## src/include/hydra_cfg.svh

```systemverilog
`ifndef HYDRA_CFG_SVH
`define HYDRA_CFG_SVH

// switch size, one bank per port
`define HYDRA_PORTS 4
`define HYDRA_WORD 16

// bank layout, each packet sits in one contiguous slot
`define HYDRA_SLOTS 4
`define HYDRA_SLOT_WORDS 16

// egress queues
`define HYDRA_PRIORS 4
// deep enough for every slot in the switch
`define HYDRA_QDEPTH 16

`endif

```

## src/hw/hydra_pkg.sv

```systemverilog
`include "hydra_cfg.svh"

package hydra_pkg;

    // header word layout is dest [1:0], prio [3:2], tag [15:4]
    typedef logic [`HYDRA_WORD-1:0] word_t;

    typedef logic [$clog2(`HYDRA_PORTS)-1:0] port_idx_t;
    typedef logic [$clog2(`HYDRA_SLOTS)-1:0] slot_idx_t;
    typedef logic [$clog2(`HYDRA_SLOT_WORDS)-1:0] offset_t;
    // length runs 1..SLOT_WORDS, one bit wider than an offset
    typedef logic [$clog2(`HYDRA_SLOT_WORDS):0] len_t;
    typedef logic [$clog2(`HYDRA_PRIORS)-1:0] prio_t;
    typedef logic [$clog2(`HYDRA_QDEPTH):0] qptr_t;

    typedef struct packed {
        port_idx_t bank;
        slot_idx_t slot;
        len_t      len;
        prio_t     prio;
    } desc_t;

    typedef enum logic {i_idle, i_recv} ingress_state_e;

    typedef enum logic [1:0] {e_idle, e_wait_grant, e_stream} egress_state_e;

endpackage

```

## src/hw/join_arbiter.sv

```systemverilog
`include "hydra_cfg.svh"

module join_arbiter (
    input  logic                                    clk,
    input  logic                                    rst_n,
    input  logic [`HYDRA_PORTS-1:0]                 join_req,
    input  hydra_pkg::desc_t [`HYDRA_PORTS-1:0]     join_desc,
    input  hydra_pkg::port_idx_t [`HYDRA_PORTS-1:0] join_dest,
    output logic [`HYDRA_PORTS-1:0]                 join_grant,
    output logic [`HYDRA_PORTS-1:0]                 enq,
    output hydra_pkg::desc_t                        enq_desc
);

    hydra_pkg::port_idx_t win;

    // fixed priority, lowest ingress port first
    always_comb begin
        win = '0;
        for (int p = `HYDRA_PORTS - 1; p >= 0; p--) begin
            if (join_req[p]) begin
                win = hydra_pkg::port_idx_t'(p);
            end
        end
    end

    always_comb begin
        join_grant = '0;
        if (|join_req) begin
            join_grant[win] = 1'b1;
        end
    end

    // descriptor reaches the destination queue one cycle after grant
    always_ff @(posedge clk) begin
        if (!rst_n) begin
            enq <= '0;
        end else begin
            enq <= '0;
            if (|join_req) begin
                enq[join_dest[win]] <= 1'b1;
            end
        end
    end

    always_ff @(posedge clk) begin
        if (|join_req) begin
            enq_desc <= join_desc[win];
        end
    end

endmodule

```

## config.mk

```make
export PLATFORM = sky130hd
export DESIGN_NAME = join_arbiter
export DESIGN_NICKNAME = d
export VERILOG_FILES = /design/src/hw/hydra_pkg.sv /design/src/hw/join_arbiter.sv
export VERILOG_INCLUDE_DIRS = /design/src /design/src/include
export SDC_FILE = /design/constraint.sdc
export NUM_CORES = 1
export LEC_CHECK = 0
export BUFFER_PORTS_ARGS = -buffer_cell sky130_fd_sc_hd__buf_2
export CORE_MARGIN = 5
export CORE_UTILIZATION = 33
export DETAILED_ROUTE_END_ITERATION = 12
export PLACE_DENSITY = 0.75
export SKIP_CTS_REPAIR_TIMING = 1
export SLEW_MARGIN = 20
export SYNTH_ARGS = -nofsm -noshare
export SYNTH_HDL_FRONTEND = slang
export SYNTH_SLANG_ARGS = --single-unit
```

## constraint.sdc

```tcl
create_clock -name clk -period 1.45 [get_ports clk]
set_input_delay 0.2175 -clock clk [delete_from_list [all_inputs] [get_ports clk]]
set_output_delay 0.2175 -clock clk [all_outputs]
set_load 0.05 [all_outputs]
```

After elaboration in Yosys (flattened, before gate mapping)
Cells that the tools add are included.
- magnitude comparators: 4
- multiplexer cells: 13
- reductions and logical operators: 4
- operators by type and width (kind ; count):
    binary-select mux 11 bit (select 2 bit) ; 1
    two-way mux 11 bit ; 1
    two-way mux 2 bit ; 5
    less-than comparator 2 x 3 -> 1 bit (second input constant) ; 2
    binary-select mux 2 bit (select 2 bit) ; 1
    demux 1 bit (select 2 bit) ; 2
    >= comparator 2 x 1 -> 1 bit (second input constant) ; 2
    two-way mux 4 bit ; 1
    OR reduction 4 bit ; 1
    logical AND 1 bit ; 2
    two-way mux 1 bit ; 2
    AND reduction 2 bit ; 1
- register bits after elaboration: 15
- output and inout bits: 19
- word-level logic and storage cells: 26

Longest topological paths before layout
- depth after elaboration: 10
- depth in mapped cells: 6

Worst setup path before layout
Ideal clock, no wire load.
- kind: input -> output
- from: input join_req[1]
- to: output join_grant[2]
- arrival time: 1.715 ns
- required time: 1.233 ns
- setup slack: -0.483 ns
- stages: 3
- path buffers: 2
- path through: buf_6 -> clkbuf_1 -> nor3b_1
- cells in the longest elaborated chain, start to end: 7
- RTL lines (item ; RTL line ; RTL):
    start: declaration ; join_arbiter.sv:6 ; input logic [`HYDRA_PORTS-1:0] join_req,
    two-way mux 2 bit (2 in series) ; join_arbiter.sv:20 ; if (join_req[p]) begin
    less-than comparator 2 x 3 -> 1 bit (implied by the code) or >= comparator 2 x 1 -> 1 bit (tied branches) ; join_arbiter.sv:29 ; join_grant[win] = 1'b1;
    logical AND 1 bit (implied by the code) ; join_arbiter.sv:29 ;
    two-way mux 1 bit (implied by the code) ; join_arbiter.sv:29 ;
    demux 1 bit (select 2 bit) ; join_arbiter.sv:29 ;
    two-way mux 4 bit * ; join_arbiter.sv:28 ; if (|join_req) begin
    end: declaration ; join_arbiter.sv:9 ; output logic [`HYDRA_PORTS-1:0] join_grant,
Every way passes the cells marked *; elsewhere a longest branch is shown, timed or not.

Final worst setup path
- from: input join_req[1]
- to: output join_grant[3]
The elaborated chain is that of the path after synthesis.

==> results.md <==
* Status: completed
* Number of diodes at 0
* Maximum fanout along the worst path at 12
* Max VDD drop at 395.3 uV
* Commonest cells in the netlist: a22oi_1 (22), edfxtp_1 (11), o21ai_0 (11)
* Main synth FF type: edfxtp_1
* Synth async-reset ratio at 0
* Die H at 60.59 um
* Period utilisation layout at 0.9316
* First-pass GRT wire length at 4.105 mm
* Pin count of the biggest net entering global routing at 14
* Cell Pwr Density at 897.2 mW/mm^2
* Largest family of logic cells by synthesized area: compound AO/OA/AOI/OAI gates
* Worst Tran Pin Value at 0.6649 ns
* Syn_nets at 138
* Synth area leader: edfxtp_1
* Vias/cell at 5.193
* WL final at 2.638 mm
* Clock tree sinks at 15
* Yosys cell types at 21
* Crit path DAT at 1.13 ns
* Crit Path Category: in2out
* DR pass1 iterations at 4
* Clock Tree Buf Depth at 2
* RSZ-0062 raised after global routing: no
* Compound-Gate Fraction of Synth Area at 0.3111
* Most frequent cell after synthesis: a22oi_1
* Syn. warnings at 0
* DR vias at 971
* Synth Area in XOR/XNOR at 0
* Synth area leaders: edfxtp_1 (39%), a22oi_1 (20%), dfxtp_1 (9.5%)
* Maxcap violations at 0
* Syn_area_per_cell at 10.56 um^2
* Row count at 18
* 1st-iter DRT viols at 21
* Synth Register Bits at 15
* CTS tree: yes
* Vias in the first global route at 1,012
* H-tree levels at 1
* Layout cells sized above 1 at 0.5669
* Final setup fails at 0
* Clock Root Buffer: clkbuf_4
* Busiest metal layer after global routing: met2
* EDFF count, synth at 11
* Met2 usage at 0.2443
* Final GP Congestion at 0.8245
* Die area at 0.003671 mm^2
* Port-buffer cells at 76
* DRC viols at 0
* Worst Setup SP: join_req[1]
* Core box area at 0.002455 mm^2
* Avg WL per Cell at 14.11 um
* Initial core utilization at 0.3440
* Multiplexer area fraction after synthesis at 0
* Hold Path Class: in2reg
* Antenna Nets Post-Route at 0
* Startpoint class of the critical path: input pin
* Post-route minimum period at 1.351 ns
* Grt met1 use at 0.1926
* Die W at 60.59 um
* Leakage power at 0.6257 nW
* Grt met3 use at 0.01702
* Worst hold margin at 0.2631 ns
* Worst-path clk slew at 0.08 ns
* Crit path to: join_grant[3]
* TritonCTS buffer count at 3
* Detailed placement HPWL at 2.279 mm
* Total grt overflow at 0
* Achievable frequency at 740.3 MHz
* Synthesized cell area at 844.6 um^2
* Layout area overhead at 54.22%
* Setup WS pre-CTS at -0.03917 ns
* Top Ports at 77
* Final TNS setup at 0 ns
* Slew Limit Fails at 0
* GRT Total Usage at 0.1498
* CP endpoint kind: primary output
* Adder-cell share of the synthesized area at 0
* Relative slew margins at 0.5559
* Seq/Total Area, Yosys at 0.4859
* Area share of and/or/nand/nor cells after synthesis at 0.1422
* Initial antenna violation count at 0
* Final Hold Viols at 0
* Mapped Cells at 80
* Layout net count at 216
* Post-route worst setup slack at 0.09920 ns
* Top cell type's share of synthesized area at 0.3911
* Worst EP required at 1.23 ns
[state kept, by name, indices dropped and copies added (netlist names)]
name,flops
enq,4
enq_desc,11
[layer usage]
layer	part of all wire	up-vias
li1	-	477
met5	0	-
met3	0.086	4
met1	0.41	431
met2	0.49	59
met4	0.016	0
[per-stage QoR]
stage	utilization	instances	power, mW	cell area [um^2]
floorplan	-	80	0.8057	852.1
global placement	0.5199	183	0.9519	1276
detailed placement	0.5199	183	0.9618	1276
CTS	0.5306	187	1.179	1303
global route	0.5306	187	1.226	1303
finish	0.5306	187	1.169	1303
[how the worst min path moves through the flow]
| stage | from | to | slack, ns | cells past startpoint |
|---|---|---|---|---|
| 4_1_cts | join_desc[2] | enq_desc[2] | 0.25 | 3 |
| 5_1_grt | join_desc[9] | enq_desc[9] | 0.27 | 3 |
| 3_3_place_gp | join_desc[7] | enq_desc[7] | 0.53 | 3 |
| 6_report | join_desc[1] | enq_desc[1] | 0.26 | 3 |
| 2_1_floorplan | join_desc[0] | enq_desc[0] | 0.43 | 2 |
| 3_5_place_dp | join_desc[2] | enq_desc[2] | 0.54 | 3 |
[cell families after synthesis]
group | count (synthesis)
DFF | 15
buffers and inverters | 9
AOI/OAI and AO/OA | 38
and+or+nand+nor | 18
[cell usage in the layout, fill, tap and decap left out]
cell      count
and2_1        1
nand3b_1      2
edfxtp_1     11
a211oi_1      2
a22oi_1      22
nor2_1        1
dfxtp_1       4
buf_4         5
nor4b_1       1
clkbuf_4      3
nand2_1       3
nor3_1        2
a221o_1       2
nor3b_2       1
o21ai_0      11
buf_12        1
nor4b_2       1
nor2b_2       1
or4_4         1
buf_2        76
nor2b_1       3
o21bai_1      1
or2_1         1
clkbuf_1      1
[where the power goes]
| part | internal, mW | switching [mW] | leakage (nW) | total (mW) |
|---|---|---|---|---|
| combinational | 0.144 | 0.287 | 0.459 | 0.431 |
| sequential | 0.509 | 0.0103 | 0.151 | 0.519 |
| clock | 0.106 | 0.112 | 0.0150 | 0.218 |
[critical path, cell delays in order]
cell and delay, ns:
buf_2 0.15, nor4b_2 0.25, buf_4 0.22, buf_2 0.28
[cell type report]
type	instances	area [um^2]
Timing Repair Buffer	82	437.9
Multi-Input combinational cell	56	390.4
Fill cell	223	1152
Tap cell	30	37.54
Sequential cell	15	410.4
Clock buffer	4	26.28
No activity file was read; power rests on OpenSTA's default activity.
