===== src/include/hydra_cfg.svh =====
`ifndef HYDRA_CFG_SVH
`define HYDRA_CFG_SVH

// switch size, one bank per port
`define HYDRA_PORTS 4
`define HYDRA_WORD 16

// bank layout, each packet sits in one contiguous slot
`define HYDRA_SLOTS 4
`define HYDRA_SLOT_WORDS 16

// egress queues
`define HYDRA_PRIORS 4
// deep enough for every slot in the switch
`define HYDRA_QDEPTH 16

`endif


===== src/hw/hydra_pkg.sv =====
`include "hydra_cfg.svh"

package hydra_pkg;

    // header word layout is dest [1:0], prio [3:2], tag [15:4]
    typedef logic [`HYDRA_WORD-1:0] word_t;

    typedef logic [$clog2(`HYDRA_PORTS)-1:0] port_idx_t;
    typedef logic [$clog2(`HYDRA_SLOTS)-1:0] slot_idx_t;
    typedef logic [$clog2(`HYDRA_SLOT_WORDS)-1:0] offset_t;
    // length runs 1..SLOT_WORDS, one bit wider than an offset
    typedef logic [$clog2(`HYDRA_SLOT_WORDS):0] len_t;
    typedef logic [$clog2(`HYDRA_PRIORS)-1:0] prio_t;
    typedef logic [$clog2(`HYDRA_QDEPTH):0] qptr_t;

    typedef struct packed {
        port_idx_t bank;
        slot_idx_t slot;
        len_t      len;
        prio_t     prio;
    } desc_t;

    typedef enum logic {i_idle, i_recv} ingress_state_e;

    typedef enum logic [1:0] {e_idle, e_wait_grant, e_stream} egress_state_e;

endpackage


===== src/hw/packet_bank.sv =====
`include "hydra_cfg.svh"

module packet_bank (
    input  logic                                    clk,
    input  logic                                    rst_n,
    input  logic                                    alloc,
    input  logic                                    wr_en,
    input  hydra_pkg::slot_idx_t                    wr_slot,
    input  hydra_pkg::offset_t                      wr_offset,
    input  hydra_pkg::word_t                        wr_word,
    input  logic [`HYDRA_PORTS-1:0]                 rd_req,
    input  hydra_pkg::slot_idx_t [`HYDRA_PORTS-1:0] rd_slot,
    input  hydra_pkg::offset_t [`HYDRA_PORTS-1:0]   rd_offset,
    input  logic [`HYDRA_PORTS-1:0]                 rd_release,
    output logic                                    slot_free,
    output hydra_pkg::slot_idx_t                    alloc_slot,
    output logic [`HYDRA_PORTS-1:0]                 rd_grant,
    output hydra_pkg::word_t                        rd_word
);

    localparam int DEPTH = `HYDRA_SLOTS * `HYDRA_SLOT_WORDS;

    hydra_pkg::word_t        mem [DEPTH];
    logic [`HYDRA_SLOTS-1:0] free_map;
    logic                    own_vld;
    hydra_pkg::port_idx_t    owner;
    hydra_pkg::port_idx_t    req_idx;

    // lowest free slot
    always_comb begin
        alloc_slot = '0;
        for (int s = `HYDRA_SLOTS - 1; s >= 0; s--) begin
            if (free_map[s]) begin
                alloc_slot = hydra_pkg::slot_idx_t'(s);
            end
        end
    end

    assign slot_free = |free_map;

    // lowest requesting egress port
    always_comb begin
        req_idx = '0;
        for (int p = `HYDRA_PORTS - 1; p >= 0; p--) begin
            if (rd_req[p]) begin
                req_idx = hydra_pkg::port_idx_t'(p);
            end
        end
    end

    always_comb begin
        for (int p = 0; p < `HYDRA_PORTS; p++) begin
            rd_grant[p] = own_vld && (owner == hydra_pkg::port_idx_t'(p));
        end
    end

    always_ff @(posedge clk) begin
        if (!rst_n) begin
            free_map <= '1;
        end else begin
            if (alloc) begin
                free_map[alloc_slot] <= 1'b0;
            end
            // only the owner may hand a slot back
            if (own_vld && rd_release[owner]) begin
                free_map[rd_slot[owner]] <= 1'b1;
            end
        end
    end

    // owner keeps the read port until its request drops
    always_ff @(posedge clk) begin
        if (!rst_n) begin
            own_vld <= 1'b0;
            owner   <= '0;
        end else if (own_vld) begin
            if (!rd_req[owner]) begin
                own_vld <= 1'b0;
            end
        end else if (|rd_req) begin
            own_vld <= 1'b1;
            owner   <= req_idx;
        end
    end

    always_ff @(posedge clk) begin
        if (wr_en) begin
            mem[{wr_slot, wr_offset}] <= wr_word;
        end
        rd_word <= mem[{rd_slot[owner], rd_offset[owner]}];
    end

    // a granted port keeps the read port while it still asks
    assert property (@(posedge clk) disable iff (!rst_n)
        |(rd_grant & rd_req) |=> rd_grant == $past(rd_grant))
        else $error("packet_bank: read grant moved while still requested");

    // the opening write lands in the slot being allocated that cycle
    assert property (@(posedge clk) disable iff (!rst_n)
        wr_en |-> !free_map[wr_slot] || (alloc && wr_slot == alloc_slot))
        else $error("packet_bank: write into unallocated slot %0d", wr_slot);

endmodule


===== config.mk =====
export PLATFORM = sky130hd
export DESIGN_NAME = packet_bank
export DESIGN_NICKNAME = d
export VERILOG_FILES = /design/src/hw/hydra_pkg.sv /design/src/hw/packet_bank.sv
export VERILOG_INCLUDE_DIRS = /design/src /design/src/include
export SDC_FILE = /design/constraint.sdc
export NUM_CORES = 1
export LEC_CHECK = 0
export BUFFER_PORTS_ARGS = -buffer_cell sky130_fd_sc_hd__buf_2
export CELL_PAD_IN_SITES_DETAIL_PLACEMENT = 0
export CELL_PAD_IN_SITES_GLOBAL_PLACEMENT = 1
export CORE_ASPECT_RATIO = 0.9
export CORE_MARGIN = 4
export CORE_UTILIZATION = 50
export CTS_CLUSTER_DIAMETER = 150
export DETAILED_ROUTE_END_ITERATION = 8
export PLACE_DENSITY_LB_ADDON = 0.08
export SLEW_MARGIN = 40
export SYNTH_ARGS = -nofsm -noshare
export SYNTH_HDL_FRONTEND = slang
export SYNTH_SLANG_ARGS = --single-unit

===== constraint.sdc =====
create_clock -name clk -period 3.15 [get_ports clk]
set_clock_uncertainty 0.2 [all_clocks]
set_input_delay 0.4725 -clock clk [delete_from_list [all_inputs] [get_ports clk]]
set_output_delay 0.4725 -clock clk [all_outputs]
set_load 0.02 [all_outputs]

After elaboration in Yosys (flattened, before gate mapping):

Memories as Yosys holds them, arrays and structs flattened. A register that Yosys moved wholly into a read port is not among the register bits.
Cells that the tools add are included.

* memories: 1
* bits in registers: 7
* logic and storage cells: 55
* bits in writable memories: 1024
* output and inout port bits: 23
* input bits: 58

* multiplexer cells: 28
* equality and inequality tests: 3
* bitwise gates (word level): 4
* reductions and logical operators: 11
* order comparisons: 5

Memory list
* mem: depth 64, bits a word 16, rd ports 1, clocked after Yosys merged registers in 1, wr ports 1, RTL line packet_bank.sv:23 `hydra_pkg::word_t mem [DEPTH];`

Operators by type and width (count)
* 2-to-1 mux 2 bit: 9
* 2-to-1 mux 4 bit: 4
* less-than comparator 2 x 3 -> 1 bit (second input constant): 3
* 2-to-1 mux 1 bit: 9
* binary-select mux 4 bit (select 2 bit): 1
* OR reduction 4 bit: 2
* logical AND 1 bit: 7
* AND 4 bit: 1
* binary-select mux 1 bit (select 2 bit): 2
* binary-select mux 2 bit (select 2 bit): 1
* demux 1 bit (select 2 bit): 2
* equality test 2 bit (second input constant): 2
* greater-or-equal comparator 2 x 1 -> 1 bit (second input constant): 2
* NOT 4 bit: 1
* OR 4 bit: 1
* equality test 2 x 1 -> 1 bit (second input constant): 1
* zero test 2 bit: 1
* AND reduction 2 bit: 1
* NOT 1 bit: 1

Depth between registers and ports, before layout:

* depth in word-level cells: 14
* depth in mapped cells: 10
* gate-level depth less buffers: 6

Worst setup path before layout:

OpenSTA, ideal clock, no wires.

* path kind: in2reg
* start: in wr_slot[1]
* end: mem mem[39][0] in the netlist's numbering (enable)
* setup slack: 0.544 ns
* stages: 4
* arrival time: 2.017 ns
* required time: 2.561 ns
* setup time: 0.389 ns
* buffers on the path: 2
* cell sequence: clkbuf_1 -> or3b_2 -> clkbuf_1 -> nor2_1

RTL lines
* start, declared: RTL line packet_bank.sv:8 `input hydra_pkg::slot_idx_t wr_slot,`
* end, declared: RTL line packet_bank.sv:23

Straight into the memory's write port.

Worst setup path after layout:

* start: reg owner[0]
* end: reg rd_word[4] (read register of mem)

* word-level cells in the longest chain between the ends: 2
* elaborated cells between the ends (all ways): 4
* classes of those cells: 4 x mux

RTL lines
* start, declared: RTL line packet_bank.sv:26 `hydra_pkg::port_idx_t owner;`
* start signal, assigned: RTL line packet_bank.sv:82 `owner <= req_idx;`
* binary-select mux 4 bit (select 2 bit) or binary-select mux 2 bit (select 2 bit) (tied branches): RTL line packet_bank.sv:90 `rd_word <= mem[{rd_slot[owner], rd_offset[owner]}];`
* 2-to-1 mux 4 bit (implied by the code) or 2-to-1 mux 2 bit (tied branches): RTL line packet_bank.sv:90
* end, declared: RTL line packet_bank.sv:18 `output hydra_pkg::word_t rd_word`

Parallel ways exist; a longest one is shown, timed or not. The select of a mux whose other input is x is not followed.
A chain may end at the register's enable or synchronous reset.

==> results.txt <==
The run finished with clean final reports. Detailed routing placed a total of between 10000 and 15000 um of wire on met3. The first detailed-routing pass took 6 iterations. Setup repair after global routing left no endpoint under its margin.

Across the run, the number of max-cap violations was 0. For this block, wires on met1 add up to approximately 50000 um. The detailed-placement wirelength estimate is between 70000 and 80000 um. The TritonCTS sink count came out at approximately 1000. The pin slew with the least headroom to its limit came out at between 0.8 and 0.9 ns.

The net switching power came out at approximately 8 mW. TritonCTS built the clock tree. Yosys attributes the largest share of cell area to sky130_fd_sc_hd__edfxtp_1 75%, sky130_fd_sc_hd__mux4_2 6.7%, sky130_fd_sc_hd__mux2i_1 3.2%, sky130_fd_sc_hd__a211oi_1 1.7%, sky130_fd_sc_hd__mux2_2 1.4%. The global router's overall resource usage came out at between 20 and 30%.

The post-synthesis register bit count is roughly 1000. The total number of vias is 23250. The initial antenna violation count is 6. The largest net degree at the start of global routing came out at between 60 and 70. The source-to-sink clock delay at the later pin of the worst-skew pair is between 0.6 and 0.7 ns. The congestion estimate from routability-driven global placement came to ~0.94. Compared with the post-synthesis result, the final layout area differs by 19.79%. In this run the remaining antenna-violating nets after routing total 0. The post-detailed-route wirelength per cell is 32.22 um. The critical path's top delay family is multiplexers. The floorplan core area came out at between 0.08 and 0.09 sq mm. The final period demand of the worst path came out at 3.129 ns. STA classifies the critical path endpoint as a flip-flop.

The critical path is of the flip-flop to flip-flop type. The worst slack at placement is -0.4529 ns. The complex-gate fraction of the synthesized area came out at under 10%. The main combinational cell family by area after synthesis is multiplexers. The largest fanout on the critical path came out at 21. The xor-xnor portion of the synthesized cell area came out at 0%.

The number of placement rows came out at ~100. The arrival time at the worst endpoint is 3.47 ns. The slowest stage of the critical path belongs to the cell sky130_fd_sc_hd__mux4_4. The count of pins over their slew limit was 0. Counting along the longest clock path gives a buffer depth of 3. Dividing total power by cell area gives a power density of about 660 mW/mm^2. The clock-pin transition on the worst setup and hold timing paths came out at roughly 0.060 ns. The share of synthesized cell area in and, or, nand and nor gates came out at under 10%.

The final critical-path share of the clock period is between 90% and 100%. The count of port buffers added during placement came out at 80. After detailed routing, the number of remaining DRC violations is 0.

The met2 layer wire length in the routed design is 55570 um. The upper clock frequency limit came out at 319.6 MHz. The post-layout worst setup margin came out at 0.02060 ns. The number of H-tree levels is 3. The element type at the critical path start is a flip-flop. The number of global-route vias before repair is between 20000 and 25000.

Signal routing reaches up to met4. The multiplexer fraction of the synthesized cell area is around 13%. The kind of path behind the tightest hold check is primary input to flip-flop. The total die area is a little under 0.09 sq mm. The share of layout cells above drive strength 1 is between 20% and 30%. The number of nets produced by synthesis is roughly 2300. Of all cell types, the one taking the most synthesized area is sky130_fd_sc_hd__edfxtp_1. The largest stage delay on the critical path came out at slightly below 0.7 ns. Cell internal power was estimated by the tool at about 24 mW. The count of cells in the finished layout, fillers not included, comes to around 3800. The sequential cell area fraction in the yosys report came out at 76.03%. The synthesis warning total came out at 0. In this run the count of I/O pins placed on the die edge is 81. Leaving out fill and tap cells, the most frequent cell in the layout is sky130_fd_sc_hd__edfxtp_1. Traced cell by cell, the critical path runs through mux4_4 > buf_16 > buf_12 > buf_4 > mux4_2 > a221oi_4 > nand4_1. The reported leakage power is about 17 nW. The post-detailed-route via-to-cell ratio came out at approximately 6.2.

In the layout the commonest cells are 1024 x sky130_fd_sc_hd__edfxtp_1, 275 x sky130_fd_sc_hd__buf_4, 130 x sky130_fd_sc_hd__mux2i_1, 120 x sky130_fd_sc_hd__mux4_2. The number of fill cells is about 6000. The leftover overflow at the end of global routing came out at 0. The total wire length is 121800 um. At the end of the flow the core is filled with cells to about three fifths.

The maximum resistive drop on vdd came out at slightly above 0.0006 V. The max-slew headroom at the worst pin came out at roughly two fifths. Sequential cells burn a little under 50% of the power. In the synthesized netlist, the number of instances is about 2200. The number of DRC markers after the initial detailed-route iteration came out at approximately 2900. The fraction of power consumed by combinational cells is 13.1%. The required time of the worst setup path is between 3 and 4 ns. The mean instance size in the synthesized netlist is 18.44 sq um. In this run the clock root is driven by a sky130_fd_sc_hd__clkbuf_16. For the final routed database, the setup TNS stands at 0 ns. The net count of the finished layout came out at 2685. The mapped netlist covers roughly 0.04 sq mm.

The sum of buffers and inverters on the critical path came out at 3. The number of hold violations in the final report came out at 0. The fraction of power spent switching nets came out at between 20% and 30%. Setup violations remaining at the end of the flow were counted as 0.

The count of different cell masters after synthesis came out at 49. The initial core utilization came out at roughly half. The clock power share came out at 38.5%. The floorplan step set the die height to between 200 and 300 um. The total CTS buffers is approximately 110.

Summing the areas of all fa, ha and maj instances in the mapped netlist gives 0% of the synthesized area. The cell count after placement came out at 3556. Of the post-synthesis cell area, the dominant cell type holds around three quarters.

The die is about 310 um wide. The first-pass GRT wire length came out at approximately 170000 um.
[sequential cells by signal, summed over array words and instances (netlist names)]
name / flops
mem: 1024
rd_word: 16
owner: 2
free_map: 4
own_vld: 1
[final cells by class]
type / instances / area [sq um] / area share (%)
Antenna cell: 1 / 2.502 / 0.005089
Clock inverter: 60 / 584.3 / 1.188
Timing Repair Buffer: 422 / 3722 / 7.570
Inverter: 5 / 18.77 / 0.03817
Clock buffer: 138 / 2844 / 5.784
Multi-Input combinational cell: 1046 / 9460 / 19.24
Tap cell: 1060 / 1326 / 2.697
Sequential cell: 1047 / 31210 / 63.48
[through the flow]
stage	hold WS, ns	total power, mW	instance area, sq um
2_1_floorplan	0.2776	17.77	41050
3_3_place_gp	0.2989	19.82	45080
3_5_place_dp	0.3299	19.86	45090
4_1_cts	0.002387	32.30	48940
5_1_grt	0.05205	33.15	49170
6_report	0.05143	32.22	49170
[timing repair]
item                                    4_1_cts  5_1_grt
pin swaps                                     1        3
buffers inserted                              5        4
hold buffers                                 11        0
gates resized for setup                      36       26
endpoints found under the setup margin       16       15
gates cloned                                  2        2
hold endpoints to repair                     12        0
[metal layers]
metal	vias to the layer above	GRT usage [%]
met4	0	8.059
met1	12140	41.52
met5	-	0
met2	1090	43.16
met3	175	5.874
li1	9843	-
[power by group through the flow]
stage	clock network (mW)	registers [mW]	logic, mW
4_1_cts	12.6	15.6	4.11
3_5_place_dp	0	15.9	3.96
5_1_grt	13.2	15.6	4.39
3_3_place_gp	0	15.9	3.92
6_report	12.4	15.6	4.22
2_1_floorplan	0	15.9	1.84
[final timing paths]
check | start | to | slack (ns) | cells after the start
hold / removal | rd_req[2] | owner[1] | 0.05 | 4
hold reg to reg | free_map[2] | free_map[2] | 0.37 | 2
setup reg to reg | owner[0] | rd_word[4] | 0.02 | 7
setup / recovery | owner[0] | rd_word[4] | 0.02 | 7
[worst reg2reg max path: stages (launching register included)]
cell	delay, ns
sky130_fd_sc_hd__dfxtp_4	0.37
sky130_fd_sc_hd__mux4_4	0.69
sky130_fd_sc_hd__buf_16	0.23
sky130_fd_sc_hd__buf_12	0.24
sky130_fd_sc_hd__buf_4	0.17
sky130_fd_sc_hd__mux4_2	0.54
sky130_fd_sc_hd__a221oi_4	0.44
sky130_fd_sc_hd__nand4_1	0.14
[kinds of logic (layout without fill, tap and decap cells)]
logic type | Yosys count | in the layout
AOI/OAI and AO/OA | 345 | 345
buffers and inverters | 133 | 625
DFF | 1047 | 1047
muxes | 348 | 348
other | 0 | 1
and+or+nand+nor | 353 | 353
[synthesized netlist by cell type (all sizes together)]
| master | number |
|---|---|
| nor2 | 110 |
| nand3b | 4 |
| inv | 5 |
| o221ai | 1 |
| dfxtp | 23 |
| and3b | 1 |
| a31oi | 2 |
| o22ai | 16 |
| a21boi | 1 |
| a311oi | 1 |
| o2111ai | 1 |
| or3b | 1 |
| nor3b | 3 |
| or2 | 2 |
| a211oi | 92 |
| a2111oi | 16 |
| o31ai | 16 |
| and2 | 78 |
| mux4 | 123 |
| nand4 | 17 |
| o211ai | 2 |
| o221a | 1 |
| nand3 | 10 |
| o22a | 1 |
| nand2b | 4 |
| and3 | 18 |
| clkbuf | 65 |
| a21oi | 70 |
| a21o | 15 |
| mux2 | 95 |
| nor3 | 3 |
| buf | 63 |
| nand2 | 97 |
| nor2b | 4 |
| a221oi | 45 |
| mux2i | 130 |
| o21ai | 63 |
| edfxtp | 1024 |
| or3 | 1 |
| a22oi | 2 |
(Power assumes the default switching activity.)
