--- src/include/hydra_cfg.svh ---
`ifndef HYDRA_CFG_SVH
`define HYDRA_CFG_SVH

// switch size, one bank per port
`define HYDRA_PORTS 4
`define HYDRA_WORD 16

// bank layout, each packet sits in one contiguous slot
`define HYDRA_SLOTS 4
`define HYDRA_SLOT_WORDS 16

// egress queues
`define HYDRA_PRIORS 4
// deep enough for every slot in the switch
`define HYDRA_QDEPTH 16

`endif

--- src/hw/hydra_pkg.sv ---
`include "hydra_cfg.svh"

package hydra_pkg;

    // header word layout is dest [1:0], prio [3:2], tag [15:4]
    typedef logic [`HYDRA_WORD-1:0] word_t;

    typedef logic [$clog2(`HYDRA_PORTS)-1:0] port_idx_t;
    typedef logic [$clog2(`HYDRA_SLOTS)-1:0] slot_idx_t;
    typedef logic [$clog2(`HYDRA_SLOT_WORDS)-1:0] offset_t;
    // length runs 1..SLOT_WORDS, one bit wider than an offset
    typedef logic [$clog2(`HYDRA_SLOT_WORDS):0] len_t;
    typedef logic [$clog2(`HYDRA_PRIORS)-1:0] prio_t;
    typedef logic [$clog2(`HYDRA_QDEPTH):0] qptr_t;

    typedef struct packed {
        port_idx_t bank;
        slot_idx_t slot;
        len_t      len;
        prio_t     prio;
    } desc_t;

    typedef enum logic {i_idle, i_recv} ingress_state_e;

    typedef enum logic [1:0] {e_idle, e_wait_grant, e_stream} egress_state_e;

endpackage

--- src/hw/egress_port.sv ---
`include "hydra_cfg.svh"

module egress_port (
    input  logic                                clk,
    input  logic                                rst_n,
    input  logic                                ready,
    input  logic                                enq,
    input  hydra_pkg::desc_t                    enq_desc,
    output logic [`HYDRA_PORTS-1:0]             rd_req,
    output hydra_pkg::slot_idx_t                rd_slot,
    output hydra_pkg::offset_t                  rd_offset,
    output logic                                rd_release,
    input  logic [`HYDRA_PORTS-1:0]             rd_grant,
    input  hydra_pkg::word_t [`HYDRA_PORTS-1:0] rd_word,
    output logic                                rd_sop,
    output logic                                rd_vld,
    output logic                                rd_eop,
    output hydra_pkg::word_t                    rd_data
);

    localparam int QW = $clog2(`HYDRA_QDEPTH);

    hydra_pkg::desc_t          queue [`HYDRA_PRIORS][`HYDRA_QDEPTH];
    hydra_pkg::qptr_t          head [`HYDRA_PRIORS];
    hydra_pkg::qptr_t          tail [`HYDRA_PRIORS];
    logic [`HYDRA_PRIORS-1:0]  q_empty;
    logic [`HYDRA_PRIORS-1:0]  q_full;
    hydra_pkg::egress_state_e  state;
    hydra_pkg::desc_t          cur;
    hydra_pkg::offset_t        cnt;
    hydra_pkg::prio_t          pick;
    logic                      pop;
    logic                      last;

    always_comb begin
        for (int p = 0; p < `HYDRA_PRIORS; p++) begin
            q_empty[p] = head[p] == tail[p];
            q_full[p]  = (head[p][QW] != tail[p][QW]) && (head[p][QW-1:0] == tail[p][QW-1:0]);
        end
    end

    // strict priority, highest nonempty level wins
    always_comb begin
        pick = '0;
        for (int p = 0; p < `HYDRA_PRIORS; p++) begin
            if (!q_empty[p]) begin
                pick = hydra_pkg::prio_t'(p);
            end
        end
    end

    // ready only matters when a new packet is picked
    assign pop  = (state == hydra_pkg::e_idle) && ready && !(&q_empty);
    assign last = hydra_pkg::len_t'(cnt) == cur.len - 1'b1;

    always_ff @(posedge clk) begin
        if (!rst_n) begin
            for (int p = 0; p < `HYDRA_PRIORS; p++) begin
                head[p] <= '0;
                tail[p] <= '0;
            end
        end else begin
            if (enq) begin
                tail[enq_desc.prio] <= tail[enq_desc.prio] + 1'b1;
            end
            if (pop) begin
                head[pick] <= head[pick] + 1'b1;
            end
        end
    end

    always_ff @(posedge clk) begin
        if (enq) begin
            queue[enq_desc.prio][tail[enq_desc.prio][QW-1:0]] <= enq_desc;
        end
        if (pop) begin
            cur <= queue[pick][head[pick][QW-1:0]];
        end
    end

    // addresses go out in e_stream, data and flags follow a cycle later
    always_ff @(posedge clk) begin
        if (!rst_n) begin
            state  <= hydra_pkg::e_idle;
            cnt    <= '0;
            rd_sop <= 1'b0;
            rd_vld <= 1'b0;
            rd_eop <= 1'b0;
        end else begin
            rd_vld <= state == hydra_pkg::e_stream;
            rd_sop <= state == hydra_pkg::e_stream && cnt == '0;
            rd_eop <= state == hydra_pkg::e_stream && last;
            case (state)
                hydra_pkg::e_idle: begin
                    if (pop) begin
                        state <= hydra_pkg::e_wait_grant;
                    end
                end
                hydra_pkg::e_wait_grant: begin
                    if (rd_grant[cur.bank]) begin
                        state <= hydra_pkg::e_stream;
                        cnt   <= '0;
                    end
                end
                hydra_pkg::e_stream: begin
                    cnt <= cnt + 1'b1;
                    if (last) begin
                        state <= hydra_pkg::e_idle;
                    end
                end
                default: state <= hydra_pkg::e_idle;
            endcase
        end
    end

    always_comb begin
        rd_req = '0;
        if (state != hydra_pkg::e_idle) begin
            rd_req[cur.bank] = 1'b1;
        end
    end

    assign rd_slot   = cur.slot;
    assign rd_offset = cnt;
    // bank still owned by this port while the last word leaves
    assign rd_release = rd_eop;
    assign rd_data    = rd_word[cur.bank];

    assert property (@(posedge clk) disable iff (!rst_n) enq |-> !q_full[enq_desc.prio])
        else $error("egress_port: push into full queue %0d", enq_desc.prio);

endmodule

--- config.mk ---
export PLATFORM = sky130hd
export DESIGN_NAME = egress_port
export DESIGN_NICKNAME = d
export VERILOG_FILES = /design/src/hw/hydra_pkg.sv /design/src/hw/egress_port.sv
export VERILOG_INCLUDE_DIRS = /design/src /design/src/include
export SDC_FILE = /design/constraint.sdc
export NUM_CORES = 1
export LEC_CHECK = 0
export BUFFER_PORTS_ARGS = -buffer_cell sky130_fd_sc_hd__buf_2
export CAP_MARGIN = 5
export CORE_ASPECT_RATIO = 0.6
export CORE_UTILIZATION = 50
export CTS_CLUSTER_SIZE = 30
export DETAILED_ROUTE_END_ITERATION = 8
export PLACE_DENSITY = 0.71
export SLEW_MARGIN = 20
export SYNTH_ARGS = -nofsm -noshare
export SYNTH_HDL_FRONTEND = slang
export SYNTH_SLANG_ARGS = --single-unit
export TNS_END_PERCENT = 100
--- constraint.sdc ---
create_clock -name clk -period 4.6 [get_ports clk]
set_input_delay 0.23 -clock clk [delete_from_list [all_inputs] [get_ports clk]]
set_output_delay 0.23 -clock clk [all_outputs]
set_load 0.02 [all_outputs]
After elaboration in Yosys (flattened, before gate mapping) --
Memory sizes are Yosys's and may differ from the RTL's. Index checks and enable logic that the tools add are counted.
Cells by class: multiplexer cells 35, magnitude comparators 5, equal/unequal tests 10, bitwise logic cells 2, reduce and logical (&&, ||, !) cells 16, add/sub/neg operators 4
Operators with widths (count):
- 176-bit two-way mux | 1
- 11-bit binary-select mux with 4-bit select | 1
- 11-bit demux with 4-bit select | 1
- 11-bit two-way mux | 3
- 16-bit binary-select mux with 2-bit select | 1
- 5-bit == test | 4
- 16-bit two-way mux | 1
- 2-bit two-way mux | 7
- 1-bit two-way mux | 12
- 5-bit by 1-bit adder with 5-bit output (second input constant) | 2
- 5-bit >= comparator (second input constant) | 2
- 5-bit two-way mux | 2
- 4-bit inverter with 5-bit output | 2
- 5-bit OR reduction | 2
- 4-bit two-way mux | 2
- 4-bit case mux with 2 select lines | 1
- 1-bit logical AND | 6
- 2-bit inequality test (second input constant) | 3
- 2-bit case mux with 3 select lines | 1
- 4-bit by 5-bit == test with 1-bit output | 1
- 5-bit by 1-bit less-than comparator with 1-bit output (second input constant) | 1
- 5-bit by 1-bit subtractor with 5-bit output (second input constant) | 1
- 4-bit by 1-bit adder with 4-bit output (second input constant) | 1
- 4-bit zero test | 1
- other kinds (12) | 13
Word-level totals: RAM bits 744, register bits after elaboration 18, input port bits 83, logic and storage cells 83, output and inout port bits 30, memories 3
Memory list:
- queue | words 4, bits a word 176, rd ports 1, clocked after Yosys merged registers in 0, wr ports 1, RTL line egress_port.sv:23 | hydra_pkg::desc_t queue [`HYDRA_PRIORS][`HYDRA_QDEPTH];
- head | words 4, bits a word 5, rd ports 5, clocked after Yosys merged registers in 0, wr ports 4, RTL line egress_port.sv:24 | hydra_pkg::qptr_t head [`HYDRA_PRIORS];
- tail | words 4, bits a word 5, rd ports 5, clocked after Yosys merged registers in 0, wr ports 4, RTL line egress_port.sv:25 | hydra_pkg::qptr_t tail [`HYDRA_PRIORS];

Logic depth before layout (Yosys ltp) --
Gate-level depths: netlist (run 1). An unclocked memory read counts as a cell.
word-level depth 10, mapped depth 15, depth with buffers taken out 11

Worst setup path after synthesis (run 1) --
No wires, ideal clock.
path kind register to register, from memory head[2][0] (netlist bit), to memory head[0][4] (netlist bit), data pin, data arrival time 2.744 ns, clock period less this slack 3.006 ns, stages on the path, launching flop included 16, path slack 1.594 ns, path buffers 4, required time 4.338 ns, library setup time 0.262 ns, cell sequence edfxtp_1 -> xnor2_1 -> and3_1 -> nand2_1 -> clkbuf_1 -> o311ai_1 -> and2_1 -> buf_2 -> inv_1 -> clkbuf_1 -> buf_2 -> ha_1 -> inv_1 -> nor2_1 -> xor2_1 -> nor2_1
RTL lines (RTL line):
- from (decl) | egress_port.sv:24

==> out/metrics.yaml, run 1 <==
status: "finished clean"
syn_area_mm2: 0.0265
cp-end-kind: "flop"
cts_setup_buffers: 0
netlist_instances: 1805
switching_share_pct: 27.3
powerDensity_mw_per_mm2: 454
clockBufferDepth: 3
met1_length_um: 31100
setup_viol: 0
num_vias: 16800
path_max_fanout: 30
holdBufCountCts: 0
p_switching_mw: 3.67
async_flop_share_pct: 0
ios: 113
ctsResizeCount: 0
synth-edff-count: 625
first_global_vias: 16000
cts_htree_levels: 2
wl_per_cell_um: 28.2
cp_common_cell: "buf_4"
drc: 0
clock-skew-final_ns: 0.0252
cp_data_arrival_time_ns: 4.56
gp_congestion: 1.01
fin_crit_ns: 4.10
grt_overflow: 0
syn_area_per_cell_um2: 14.7
routed.top_layer: "met5"
cts_buffers: 53
wl_met3_um: 11900
cts_tree: "done"
ir_drop_mv: 0.324
place_inst: 2536
clockPowerShare_pct: 34.3
die_x_um: 299
cts_sinks: 634
synthToLayoutAreaGrowth_pct: 11.7
slowest_stage: "o41ai_1"
via_per_inst: 6.38
ys_seq_elements: 634
synth_top_area_share_pct: 70.9
ys_warn_count: 0
antenna_found_initial: 0
combPwrFrac_pct: 16.9
crit_type: "flop to flop"
grt_max_degree: 80
yosysUniqueCellTypes: 60
clock_latency_ns: 0.60
max-slew-margin-rel_pct: 24.8
dr.pass1.iters: 8
die_h_um: 180
drt_iter0_drc: 2451
finalHoldViolations: 0
setup_tns_ns: 0
slew_viol_final: 0
layout.cells.non_filler: 2633
drive_gt1_share_pct: 16.4
dieArea_mm2: 0.0539
cp_data_required_time_ns: 5.06
synth.area.top_cells: "edfxtp_1, mux4_2, nand2_1"
yosysSeqAreaShare_pct: 71.6
startpoint_type: "flop"
grt_pass1_wl_um: 108000
core_mm2: 0.0516
fin_util_pct: 57.3
cts_root_buffer: "clkbuf_16"
hp-class: "input pin to flop"
finalCritPeriodShare_pct: 89.1
crit_chain: "xnor2_1 > nand4_1 > nor2_2 > buf_4 > o311ai_1 > buf_4 > and2_1 > inv_1 > buf_12 > o21ai_0 > o41ai_1 > a21o_1 > a32o_1"
worst_pin_slew_ns: 1.12
critical_path_buf_inv_count: 4
ant_nets: 0
max_stage_delay_ns: 0.61
hpwl_um: 48400
wl_met2_um: 29800
power.total_mw: 13.4
path_clk_slew_ns: 0.07
synth_largest_area_cell: "edfxtp_1"
gr-usage-all-layers_pct: 27.3
fp-row-count: 64
seqPwrFrac_pct: 48.8
rsz0062_at_grt: "false"
port_buffers: 112
critPathTopFamily: "compound AO/OA/AOI/OAI gates"
p_int_mw: 9.77
n_antenna_cell: 0
routed_wl_um: 74300
fin_hold_ws_ns: 0.118
p_leak_nw: 9.96
max-cap-violations: 0
nets: 1989
fmax_ghz: 0.244
initial_core_util_pct: 51.3
syn_nets: 1896
synthFlopType: "edfxtp_1"
## cell type report
| cell class | instances | area [µm²] |
|---|---|---|
| Clock buffer | 61 | 1380 |
| Clock inverter | 36 | 357 |
| Fill cell | 4039 | 22100 |
| Inverter | 22 | 85.1 |
| Multi-Input combinational cell | 1028 | 6960 |
| Sequential cell | 634 | 18900 |
| Tap cell | 693 | 867 |
| Timing Repair Buffer | 159 | 988 |
## synthesized netlist by cell type (10+ instances only)
cell / instances
a211oi_1: 75
a21oi_1: 38
a311oi_1: 12
a31oi_1: 21
a32o_1: 16
and3_1: 76
buf_2: 22
clkbuf_1: 82
edfxtp_1: 625
inv_1: 21
mux2_2: 16
mux2i_1: 48
mux4_2: 47
nand2_1: 232
nand3_1: 48
nor2_1: 134
nor2b_1: 14
nor3_1: 13
o21ai_0: 45
o22ai_1: 16
o311ai_1: 10
o31ai_1: 16
o41ai_1: 10
or2_2: 10
xnor2_1: 23
## per-stage QoR
stage | setup slack, ns | instance area [µm²]
floorplan | 1.59 | 26500
global placement | 0.673 | 27900
detailed placement | 0.692 | 27900
CTS | 0.672 | 29600
global route | 0.442 | 29600
finish | 0.503 | 29600
## flip-flops by register name (all words and copies together), names as in the netlist
| name | flops |
|---|---|
| queue | 576 |
| state | 2 |
| rd_eop | 1 |
| rd_sop | 1 |
| rd_slot | 2 |
| tail | 20 |
| head | 20 |
| rd_vld | 1 |
| rd_offset | 4 |
| cur | 7 |
## power by group through the flow
stage	registers, mW	logic (mW)	clock network, mW
after floorplan	6.63	1.38	0
after global placement	6.67	2.17	0
after detailed placement	6.68	2.19	0
after CTS	6.55	2.20	4.62
after global routing	6.56	2.38	4.85
final	6.55	2.27	4.61
## cells by family after synthesis
logic type / synth area share (%)
DFF: 71.6
xor gates and xnor gates: 1.03
muxes: 6.75
adders and majority gates: 0.378
buffers and inverters: 2.32
and+or+nand+nor: 9.37
AOI/OAI and AO/OA: 8.60
## per-layer routing
metal  track usage, %  vias to the layer above
met5             4.32                        -
met4             4.45                        6
met3             12.0                       97
met2             35.7                     1115
met1             41.7                     8423
li1                 -                     7156
## worst reg2reg max path: cells and delay by family (launching register included)
family	cells	cell delay, ns
buffers and inverters	4	1.14
DFF	1	0.54
and+or+nand+nor	3	0.70
AOI/OAI and AO/OA	5	1.42
xor gates and xnor gates	1	0.20
## placed cells by master (no fill, tap or decap), types with 14 or more instances in the layout
cell / n
a32o_1: 16
clkbuf_16: 54
a21oi_1: 38
edfxtp_1: 625
o21ai_0: 44
a211oi_1: 75
a31oi_1: 21
inv_1: 21
o31ai_1: 16
xnor2_1: 23
mux2_2: 16
o22ai_1: 16
clkinv_1: 16
nand3_1: 48
nor2_1: 132
nand2_1: 231
mux2i_1: 48
buf_4: 41
nor2b_1: 14
and3_1: 76
buf_2: 112
mux4_2: 47
## worst paths after layout
path	from	cells after the start	endpoint	slack (ns)
max	head[3][1]	13	rd_slot[0]	0.50
min	rst_n	3	rd_vld	0.12
max reg2reg	head[3][1]	13	rd_slot[0]	0.50
min reg2reg	rd_offset[3]	1	rd_sop	0.57
No activity file was read; power rests on OpenSTA's default activity.
==> run 2: changes to the inputs <==
--- a/config.mk
+++ b/config.mk
@@ -12,7 +12,7 @@
 export CORE_UTILIZATION = 50
 export CTS_CLUSTER_SIZE = 30
 export DETAILED_ROUTE_END_ITERATION = 8
-export PLACE_DENSITY = 0.71
+export PLACE_DENSITY = 0.73
 export SLEW_MARGIN = 20
 export SYNTH_ARGS = -nofsm -noshare
 export SYNTH_HDL_FRONTEND = slang
==> constraint.sdc (replaced) <==
create_clock -name clk -period 3.7 [get_ports clk]
set_input_delay 0.185 -clock clk [delete_from_list [all_inputs] [get_ports clk]]
set_output_delay 0.185 -clock clk [all_outputs]
set_load 0.02 [all_outputs]
==> run 2 against run 1 <==
Power rose by 28%. Die area did not move. Clock power is 30% higher. Critical path depth is 1 lower. Final area up 3.3%. Sequential cell count is the same. Sequential power up 25%. Utilization up 1.9 points. Cell count up 4.2%. First-iteration DRC count up 5.0%. Count of clock-buffer cells in the layout increased by 1. Largest cell class unchanged.
==> out/metrics.yaml, run 2 (same netlist as run 1, synthesis figures left out) <==
status: "finished clean"  # unchanged
routed_wl_um: 76300  # was 74300 µm
fmax_ghz: 0.275  # was 0.244 GHz
powerDensity_mw_per_mm2: 563  # was 454 mW/mm²
met1_length_um: 30900  # was 31100 µm
path_clk_slew_ns: 0.07  # about the same
grt_pass1_wl_um: 112000  # was 108000 µm
drive_gt1_share_pct: 21.5  # was 16.4%
cts_buffers: 56  # was 53
drc: 0  # unchanged
holdBufCountCts: 0  # unchanged
clock_latency_ns: 0.60  # about the same
hp-class: "input pin to flop"  # unchanged
largest_register_ffs: 576  # unchanged
max-cap-violations: 0  # unchanged
cts_tree: "done"  # unchanged
finalHoldViolations: 0  # unchanged
hpwl_um: 50700  # was 48400 µm
fin_crit_ns: 3.63  # was 4.10 ns
dieArea_mm2: 0.0539  # unchanged
core_mm2: 0.0516  # unchanged
crit_type: "flop to flop"  # unchanged
p_int_mw: 12.5  # was 9.77 mW
final_common_cell: "edfxtp_1"  # unchanged
die_h_um: 180  # unchanged
port_buffers: 112  # unchanged
grt_max_degree: 65  # was 80
cts_htree_levels: 2  # unchanged
path_max_fanout: 50  # was 30
drt_iter0_drc: 2574  # was 2451
clockBufferDepth: 3  # unchanged
num_vias: 17200  # was 16800
switching_share_pct: 27.2  # was 27.3%
wl_per_cell_um: 27.8  # was 28.2 µm
p_leak_nw: 10.6  # was 9.96 nW
initial_core_util_pct: 51.3  # unchanged
worst_pin_slew_ns: 1.13  # was 1.12 ns
wl_met2_um: 30900  # was 29800 µm
mostFrequentLayoutCells: "edfxtp_1, nand2_1, buf_4"  # was edfxtp_1, nand2_1, nor2_1
startpoint_type: "flop"  # unchanged
cts_root_buffer: "clkbuf_16"  # unchanged
clock-skew-final_ns: 0.0125  # was 0.0252 ns
gr-usage-all-layers_pct: 28.3  # was 27.3%
crit_chain: "xnor2_1 > and3_1 > nand2_1 > o311a_2 > nor2_8 > inv_4 > buf_12 > buf_4 > a211oi_1 > a211o_1 > o31ai_1 > a32o_1"  # was xnor2_1 > nand4_1 > nor2_2 > buf_4 > o311ai_1 > buf_4 > and2_1 > inv_1 > buf_12 > o21ai_0 > o41ai_1 > a21o_1 > a32o_1
cts_sinks: 634  # unchanged
critical_path_buf_inv_count: 3  # was 4
p_switching_mw: 4.68  # was 3.67 mW
slowest_stage: "o311a_2"  # was o41ai_1
fin_util_pct: 59.2  # was 57.3%
max_stage_delay_ns: 0.51  # was 0.61 ns
synthToLayoutAreaGrowth_pct: 15.4  # was 11.7%
ios: 113  # unchanged
die_x_um: 299  # unchanged
fill_cells: 3921  # was 4039
cp_data_required_time_ns: 4.05  # was 5.06 ns
via_per_inst: 6.27  # was 6.38
clockPowerShare_pct: 34.8  # was 34.3%
first_global_vias: 16700  # was 16000
fp-row-count: 64  # unchanged
rsz0062_at_grt: "false"  # unchanged
dr.pass1.iters: 6  # was 8
setup_viol: 0  # unchanged
critPathTopFamily: "compound AO/OA/AOI/OAI gates"  # unchanged
grt_overflow: 0  # unchanged
cp_data_arrival_time_ns: 3.98  # was 4.56 ns
routed.top_layer: "met5"  # unchanged
gp_congestion: 1.00  # was 1.01
cp-end-kind: "flop"  # unchanged
fin_hold_ws_ns: 0.0674  # was 0.118 ns
antenna_found_initial: 5  # was 0
ant_nets: 0  # unchanged
ir_drop_mv: 0.471  # was 0.324 mV
finalCritPeriodShare_pct: 98.2  # was 89.1%
wl_met3_um: 12600  # was 11900 µm
max-slew-margin-rel_pct: 24.9  # was 24.8%
nets: 2099  # was 1989
seqPwrFrac_pct: 47.4  # was 48.8%
slew_viol_final: 0  # unchanged
combPwrFrac_pct: 17.7  # was 16.9%
[run 2: changes by cell type in the layout (fill, tap and decap cells not counted), sizes merged, moves of 3 or more]
cell      change
buf         +107
clkinv        -5
clkinvlp      +3
inv           +3
[run 2: repair_timing]
item / 4_1_cts / 5_1_grt
endpoints found under the setup margin: 2 / 5
resized for setup: 2 / 5
hold endpoints to repair: 0 / 0
pin swaps: 1 / 1
setup buffers: 0 / 2
[run 2: layer usage]
metal	GRT usage, %	vias to the layer above
met2	37.6	1136
li1	-	7384
met1	41.7	8568
met5	0	-
met3	13.7	124
met4	6.57	6
[run 2: worst register-to-register path, delay by kind of cell, from the launching register on]
| family | cells | cell delay (ns) |
|---|---|---|
| XOR/XNOR | 1 | 0.23 |
| buffers and inverters | 3 | 0.61 |
| flip-flops | 1 | 0.42 |
| AND/OR/NAND/NOR | 3 | 0.55 |
| AO/OA/AOI/OAI | 5 | 1.58 |
[run 2: through the flow]
stage	instance area (µm²)	cells	worst slack, ns	TNS, ns	power, mW
3_5_place_dp	28600	2640	-0.118	-0.145	11.2
6_report	30600	2744	0.0678	0	17.2
4_1_cts	30500	2740	0.0600	0	17.1
3_3_place_gp	28600	2640	-0.140	-0.173	11.2
5_1_grt	30600	2743	0.00560	0	17.7
2_1_floorplan	26500	1805	0.694	0	9.96
[run 2: path summary, 6_finish.rpt]
| kind | from | end | slack (ns) | cells after the start |
|---|---|---|---|---|
| worst max-delay path | tail[2][4] | cur[6] | 0.07 | 12 |
| worst min-delay path | rst_n | state[0] | 0.07 | 2 |
| worst max register to register | tail[2][4] | cur[6] | 0.07 | 12 |
| worst min register to register | state[0] | state[0] | 0.58 | 2 |
[run 2: layout make-up]
type,count,area [µm²],area share [%]
sequential,634,18900,62.0
tap,693,867,2.84
clock inverter,38,405,1.33
antenna,1,2.50,0.00819
clock buffer,62,1450,4.73
multi-input combinational,1028,7000,22.9
timing repair buffer,266,1810,5.92
inverter,22,85.1,0.278
[run 2: power groups by stage]
stage | sequential [mW] | clock, mW | combinational [mW]
2_1_floorplan | 8.24 | 0 | 1.72
3_3_place_gp | 8.30 | 0 | 2.87
3_5_place_dp | 8.30 | 0 | 2.92
4_1_cts | 8.15 | 6.04 | 2.95
5_1_grt | 8.16 | 6.31 | 3.20
6_report | 8.16 | 5.99 | 3.05
